===== src/rtl/fpuPkg.sv =====
package fpuPkg;

	// word and field widths
	localparam int wordWidth = 32;
	localparam int expWidth = 9;
	localparam int mantWidth = 24;
	localparam int prodWidth = 2 * mantWidth;

	// single-precision field positions
	localparam int signBit = 31;
	localparam int expMsb = 30;
	localparam int expLsb = 23;

	// exponent bias for single precision
	localparam int expBias = 127;

	// one operand or one result word
	typedef logic [wordWidth-1:0] fpWord_t;

	// exponent with a guard bit on top, for underflow detection
	typedef logic [expWidth-1:0] fpExp_t;

	// mantissa with the hidden bit restored
	typedef logic [mantWidth-1:0] fpMant_t;

	// execute-slot operation codes
	typedef enum logic [3:0]
	{
		opMov = 4'd0,
		opMul = 4'd1,
		opCmpEq = 4'd2,
		opCmpGt = 4'd3,
		opNeg = 4'd4,
		opAbs = 4'd5
	} fpuOp_t;

endpackage


===== src/rtl/fpuCompareSingle.sv =====
`timescale 1ns/100ps

module fpuCompareSingle import fpuPkg::*;
(
	input logic clock,
	input logic rst,
	input logic exHold,
	input fpWord_t valS,
	input fpWord_t valT,
	input logic isGreater,
	output logic cmpFlag
);

	logic sgnS;
	logic sgnT;
	logic [expMsb:0] magS;
	logic [expMsb:0] magT;
	logic bothZero;
	logic isEqual;
	logic isAbove;

	// stage 1 registers
	logic isEqual1;
	logic isAbove1;
	logic isGreater1;

	always_comb
	begin
		sgnS = valS[signBit];
		sgnT = valT[signBit];
		magS = valS[expMsb:0];
		magT = valT[expMsb:0];

		// +0 and -0 compare equal
		bothZero = (magS == '0) && (magT == '0);
		isEqual = bothZero || (valS == valT);

		if (bothZero)
		begin
			isAbove = 1'b0;
		end
		else if (sgnS != sgnT)
		begin
			// the positive one is greater
			isAbove = !sgnS;
		end
		else if (sgnS)
		begin
			// both negative, smaller magnitude wins
			isAbove = magS < magT;
		end
		else
		begin
			isAbove = magS > magT;
		end
	end

	always_ff @(posedge clock)
	begin
		if (rst)
		begin
			isEqual1 <= 1'b0;
			isAbove1 <= 1'b0;
			isGreater1 <= 1'b0;
			cmpFlag <= 1'b0;
		end
		else if (!exHold)
		begin
			isEqual1 <= isEqual;
			isAbove1 <= isAbove;
			isGreater1 <= isGreater;

			// stage 2 keeps only the relation that was asked for
			cmpFlag <= isGreater1 ? isAbove1 : isEqual1;
		end
	end

endmodule


===== src/rtl/fpuExUnit.sv =====
`timescale 1ns/100ps

module fpuExUnit import fpuPkg::*;
(
	input logic clock,
	input logic rst,
	input logic exHold,
	input fpWord_t valS,
	input fpWord_t valT,
	input fpuOp_t exOp,
	output fpWord_t valResult,
	output logic flagT
);

	fpWord_t mulResult;
	logic cmpFlag;
	logic isGreater;

	// compare unit only needs to know which relation to keep
	assign isGreater = (exOp == opCmpGt);

	fpuMulSingle mulUnit
	(
		.clock(clock),
		.rst(rst),
		.exHold(exHold),
		.valS(valS),
		.valT(valT),
		.mulResult(mulResult)
	);

	fpuCompareSingle cmpUnit
	(
		.clock(clock),
		.rst(rst),
		.exHold(exHold),
		.valS(valS),
		.valT(valT),
		.isGreater(isGreater),
		.cmpFlag(cmpFlag)
	);

	// merges both unit outputs with the delayed sign ops
	fpuResultStage resultUnit
	(
		.clock(clock),
		.rst(rst),
		.exHold(exHold),
		.exOp(exOp),
		.valS(valS),
		.mulResult(mulResult),
		.cmpFlag(cmpFlag),
		.valResult(valResult),
		.flagT(flagT)
	);

endmodule


===== src/rtl/fpuMulSingle.sv =====
`timescale 1ns/100ps

module fpuMulSingle import fpuPkg::*;
(
	input logic clock,
	input logic rst,
	input logic exHold,
	input fpWord_t valS,
	input fpWord_t valT,
	output fpWord_t mulResult
);

	// unpacked operand fields
	logic sgnS;
	logic sgnT;
	fpExp_t expS;
	fpExp_t expT;
	fpMant_t mantS;
	fpMant_t mantT;

	// stage 1 values, before the register
	logic sgnProd;
	fpExp_t expSum;
	fpExp_t expSumP1;
	logic [prodWidth-1:0] product;
	logic [mantWidth:0] fracTop;
	logic zeroIn;

	// stage 1 registers
	logic sgnProd1;
	fpExp_t expSum1;
	fpExp_t expSumP1_1;
	logic [mantWidth:0] fracTop1;
	logic zeroIn1;

	// stage 2 values, before the register
	fpExp_t expNorm;
	logic [expLsb-1:0] mantNorm;
	logic flushZero;
	fpWord_t resultNext;

	// field extraction, hidden bit restored
	always_comb
	begin
		sgnS = valS[signBit];
		sgnT = valT[signBit];
		expS = {1'b0, valS[expMsb:expLsb]};
		expT = {1'b0, valT[expMsb:expLsb]};
		mantS = {1'b1, valS[expLsb-1:0]};
		mantT = {1'b1, valT[expLsb-1:0]};
	end

	// sign, exponent sum and full mantissa product
	always_comb
	begin
		sgnProd = sgnS ^ sgnT;
		expSum = expS + expT - fpExp_t'(expBias);
		expSumP1 = expSum + fpExp_t'(1);
		product = prodWidth'(mantS) * prodWidth'(mantT);

		// keep bits 47 down to 23, the rest is truncated
		fracTop = product[prodWidth-1:expLsb];

		// denormals and zeros both have a zero exponent field
		zeroIn = (expS == '0) || (expT == '0);
	end

	always_ff @(posedge clock)
	begin
		if (rst)
		begin
			sgnProd1 <= 1'b0;
			expSum1 <= '0;
			expSumP1_1 <= '0;
			fracTop1 <= '0;
			zeroIn1 <= 1'b0;
		end
		else if (!exHold)
		begin
			sgnProd1 <= sgnProd;
			expSum1 <= expSum;
			expSumP1_1 <= expSumP1;
			fracTop1 <= fracTop;
			zeroIn1 <= zeroIn;
		end
	end

	// normalize by one place when the product reached [2,4)
	always_comb
	begin
		if (fracTop1[mantWidth])
		begin
			expNorm = expSumP1_1;
			mantNorm = fracTop1[mantWidth-1:1];
		end
		else
		begin
			expNorm = expSum1;
			mantNorm = fracTop1[mantWidth-2:0];
		end

		// wrapped negative exponent (top bits 11) or exactly zero means underflow
		flushZero = zeroIn1 ||
			(expNorm[expWidth-1:expWidth-2] == 2'b11) ||
			(expNorm[expWidth-2:0] == '0);

		if (flushZero)
		begin
			resultNext = '0;
		end
		else
		begin
			resultNext = {sgnProd1, expNorm[expWidth-2:0], mantNorm};
		end
	end

	always_ff @(posedge clock)
	begin
		if (rst)
		begin
			mulResult <= '0;
		end
		else if (!exHold)
		begin
			mulResult <= resultNext;
		end
	end

endmodule


===== src/rtl/fpuResultStage.sv =====
`timescale 1ns/100ps

module fpuResultStage import fpuPkg::*;
(
	input logic clock,
	input logic rst,
	input logic exHold,
	input fpuOp_t exOp,
	input fpWord_t valS,
	input fpWord_t mulResult,
	input logic cmpFlag,
	output fpWord_t valResult,
	output logic flagT
);

	// move, negate or absolute value, formed at issue
	fpWord_t signWord;

	// operation and sign word, delayed to line up with the units
	fpuOp_t exOp1;
	fpuOp_t exOp2;
	fpWord_t signWord1;
	fpWord_t signWord2;

	always_comb
	begin
		signWord = valS;
		case (exOp)
			opNeg:
			begin
				signWord[signBit] = !valS[signBit];
			end
			opAbs:
			begin
				signWord[signBit] = 1'b0;
			end
			default:
			begin
				signWord = valS;
			end
		endcase
	end

	always_ff @(posedge clock)
	begin
		if (rst)
		begin
			exOp1 <= opMov;
			exOp2 <= opMov;
			signWord1 <= '0;
			signWord2 <= '0;
		end
		else if (!exHold)
		begin
			exOp1 <= exOp;
			exOp2 <= exOp1;
			signWord1 <= signWord;
			signWord2 <= signWord1;
		end
	end

	// write-back select
	always_comb
	begin
		case (exOp2)
			opMul:
			begin
				valResult = mulResult;
				flagT = 1'b0;
			end
			opCmpEq, opCmpGt:
			begin
				valResult = {{(signBit){1'b0}}, cmpFlag};
				flagT = cmpFlag;
			end
			default:
			begin
				valResult = signWord2;
				flagT = 1'b0;
			end
		endcase
	end

endmodule


===== config.mk =====
export PLATFORM = sky130hd
export DESIGN_NAME = fpuExUnit
export DESIGN_NICKNAME = d
export VERILOG_FILES = /design/src/rtl/fpuPkg.sv /design/src/rtl/fpuCompareSingle.sv /design/src/rtl/fpuExUnit.sv /design/src/rtl/fpuMulSingle.sv /design/src/rtl/fpuResultStage.sv
export SDC_FILE = /design/constraint.sdc
export NUM_CORES = 2
export LEC_CHECK = 0
export ABC_AREA = 1
export BUFFER_PORTS_ARGS = -buffer_cell sky130_fd_sc_hd__buf_4
export CORE_MARGIN = 2
export CORE_UTILIZATION = 65
export CTS_CLUSTER_DIAMETER = 40
export DETAILED_ROUTE_END_ITERATION = 10
export PLACE_DENSITY = 0.94
export REMOVE_ABC_BUFFERS = 1
export SLEW_MARGIN = 10
export SYNTH_ARGS = -nofsm -noshare
export SYNTH_HDL_FRONTEND = slang
export SYNTH_SLANG_ARGS = --single-unit

===== constraint.sdc =====
create_clock -name clock -period 17.9 [get_ports clock]
set_clock_uncertainty 0.1 [all_clocks]
set_input_delay 2.685 -clock clock [delete_from_list [all_inputs] [get_ports clock]]
set_output_delay 2.685 -clock clock [all_outputs]
set_load 0.02 [all_outputs]

==> impl_metrics.csv <==
group,metric,value,unit
status,outcome,"completed",
timing,tightest_slew,1.054,ns
yosys,synth_ff_type,"dfxtp_1",
clocking,cts_buffers,17,
floorplanning,die_h,210.0,um
timing,fin_ws,9.069,ns
drt,drtAntennaViolNets,0,
finish,diodes,0,
timing,period_minus_slack,8.831,ns
hold_path,whs_endpoint,"resultUnit.exOp1[1]",
worst_setup_path,critPathTopFamily,"adder cells",
floorplanning,start_util,65.74,%
finish,syn2layout_area_growth,5.086,%
clocking,cts.reportedPaths.clkPinSlew,0.07,ns
global_route,track_usage,38.22,%
timing,hold_viol_final,0,
timing,setup_viol,0,
global_route,grt_pass1_vias,25903,
floorplanning,io_pins,104,
floorplanning,die_w,210.0,um
worst_setup_path,r2r_start,"mulUnit.fracTop1[24]",
clocking,post_cts_resized,0,
drt,dr.pass1.iters,6,
worst_setup_path,critPathKind,"input pin to flip-flop",
clocking,cts_tree,"yes",
finish,drive_gt1_share,4.606,%
timing,slew_headroom,29.75,%
floorplanning,row_count,75,
hold_path,holdPathStages,2,
clocking,post_cts_buffers,0,
timing,fmaxAchievable,113.2,MHz
worst_setup_path,startpoint_type,"input pin",
yosys,syn-mean-instance-area,7.423,um^2
place,port_buffers,103,
worst_setup_path,cpMaxStageDelayCell,"fa_1",
hold_path,hold_class,"flip-flop to flip-flop",
drt,vias,24721,
clocking,cts_buffer_depth,2,
place,gp_congestion,1.015,
drt,drt_wl_total,82.25,mm
yosys,syn_area,0.02758,mm^2
timing,slew_viol_final,0,
worst_setup_path,worst_ep_arrival_time,8.99,ns
yosys,ys_types,38,
clocking,cts-hold-fix-buffers,0,
global_route,antenna_found_initial,1,
floorplanning,dieArea,0.04409,mm^2
yosys,synth.most_common_cell,"inv_1",
place,hpwl,63.60,mm
yosys,synth_edf_count,0,
worst_setup_path,rrSetupSlack,15.07,ns
yosys,syn_inst,3715,
worst_setup_path,path_max_fanout,27,
drt,drt_iter0_drc,2941,
worst_setup_path,r2r_cells,9,
drt,wl_per_cell,19.44,um
global_route,grt_pass1_wl,131.4,mm
global_route,grt-ovfl-total,0,
global_route,busiest_layer,"met2",
yosys,ys_top_cells_by_count,"1,058 x inv_1, 752 x nand2_1, 482 x fa_1",
timing,grt_setup_unrepaired,"no",
worst_setup_path,required,18.06,ns
clocking,cts_htree_levels,4,
worst_setup_path,critPathMaxStageDelay,0.55,ns
yosys,async_flop_share,0,%
worst_setup_path,path_cells,"buf_4 > ha_1 > inv_1 > fa_1 > inv_1 > fa_1 > inv_1 > fa_1 > inv_1 > fa_1 > fa_1 > fa_1 > inv_1 > fa_1 > inv_1 > ha_1 > nand2_1 > nor2_1 > nand2_1 > nor3_1 > nand2_1 > nand4_1 > xnor2_1 > a21oi_1",
yosys,synth.ff_latch_count,153,
clocking,insertion_delay,0.43,ns
yosys,seq_area_frac_synth,11.11,%
global_route,use_met1,46.91,%
run,max_cap_violations,0,
place,place_ws,8.755,ns
yosys,yosysWarningCount,0,
worst_setup_path,endpoint_kind,"flip-flop",
global_route,use_met2,62.44,%
worst_setup_path,critical_path_buf_inv_count,7,
timing,tns,0,ns
floorplanning,core,0.04195,mm^2
yosys,yosysTopAreaCell,"fa_1",
timing,fin_crit_sh,49.34,%
yosys,synth_top_area_share,34.99,%
yosys,yosys-top-cells-area,"fa_1 35%, inv_1 14%, dfxtp_1 11%, ha_1 11%, nand2_1 10%",
finish,nets,4469,
drt,vias_per_cell,5.844,
clocking,cts-root-buf,"clkbuf_16",
drt,post-route-drc-count,0,
global_route,grtUsageMet3,10.79,%
worst_setup_path,cp_common_cell,"fa_1",
hold_path,min_from,"resultUnit.exOp1[1]",
global_route,grt_max_degree,104,
worst_setup_path,timing.rr.end,"mulUnit.mulResult[8]",
clocking,numClockSinks,153,
[metal layers]
layer	vias to the layer above	routed length [um]
met5	-	13
met4	2	4447
met3	427	10900
met2	1797	37970
met1	11700	28920
li1	10795	-
[worst max-delay path by stage]
stage | cells after the start | start | slack, ns | to
6_report | 24 | valS[14] | 9.07 | mulUnit.fracTop1[6]
5_1_grt | 25 | valS[14] | 8.89 | mulUnit.fracTop1[22]
4_1_cts | 24 | valS[14] | 9.16 | mulUnit.fracTop1[6]
3_5_place_dp | 24 | valS[14] | 8.75 | mulUnit.fracTop1[6]
3_3_place_gp | 26 | valS[13] | 8.87 | mulUnit.fracTop1[0]
2_1_floorplan | 27 | valT[0] | 9.85 | mulUnit.fracTop1[16]
[sequential cells by signal, summed over array words and instances (netlist names)]
register and flops:
mulUnit.zeroIn1 1, resultUnit.exOp2 4, cmpUnit.isEqual1 1, resultUnit.exOp1 4, mulUnit.sgnProd1 1, mulUnit.mulResult 32, mulUnit.fracTop1 25, resultUnit.signWord1 32
mulUnit.expSum1 9, cmpUnit.cmpFlag 1, mulUnit.expSumP1_1 9, resultUnit.signWord2 32, cmpUnit.isGreater1 1, cmpUnit.isAbove1 1
[cell families (layout without fill, tap and decap cells)]
kind of cell	count (synthesis)	after routing	share of synthesized area, %
AND/OR/NAND/NOR	1143	1143	16.52
multiplexers	1	1	0.04083
adder cells (fa/ha/maj)	719	719	45.75
flip-flops	153	153	11.11
AO/OA/AOI/OAI	454	454	9.116
XOR/XNOR	20	20	0.6352
buffers and inverters	1225	1201	16.84
[worst register-to-register path, delay by kind of cell, from the launching register on]
kind,cells,cell delay [ns]
compound gates,4,1.07
buf+inv,3,1.09
flops,1,0.31
simple gates,2,0.16
[cell type report]
type                            instances  area (um^2)
Clock buffer                           17        425.4
Sequential cell                       153         3064
Inverter                             1060         3981
Timing Repair Buffer                  110        825.8
Multi-Input combinational cell       2337        19870
Tap cell                              539        674.4
Clock inverter                         14        132.6
Fill cell                            2965        12970
[placed cells by master, fill, tap and decap left out, types with 2 or more instances in the layout]
master         n
a211oi_1       5
a21boi_0       6
a21o_1         7
a21oi_1      171
a21oi_2        8
buf_4        110
clkbuf_16     17
clkinv_4       2
clkinvlp_4     3
dfxtp_1      152
fa_1         482
ha_1         237
inv_1       1057
inv_2          2
inv_6          3
inv_8          4
nand2_1      752
nand3_1      102
nand4_1       27
nor2_1       230
nor3_1        14
nor4_1        10
o211ai_1      21
o211ai_2       8
o21a_1        10
o21ai_0      204
o21ai_1        4
o21bai_1       7
or2_2          4
xnor2_1        9
xor2_1        11
[metrics by stage]
stage / cells / hold WS [ns] / utilization (%) / area (um^2)
final: 4230 / 0.3654 / 69.08 / 28980
after CTS: 4230 / 0.3650 / 69.08 / 28980
after floorplan: 3550 / 0.3284 / - / 26910
after global placement: 4199 / 0.3401 / 67.75 / 28420
after detailed placement: 4199 / 0.3536 / 67.75 / 28420
after global routing: 4230 / 0.3896 / 69.08 / 28980
Power is left out: the tool's default activity adds up to more than one toggle a clock period on the data nets, which glitch-free logic cannot reach.
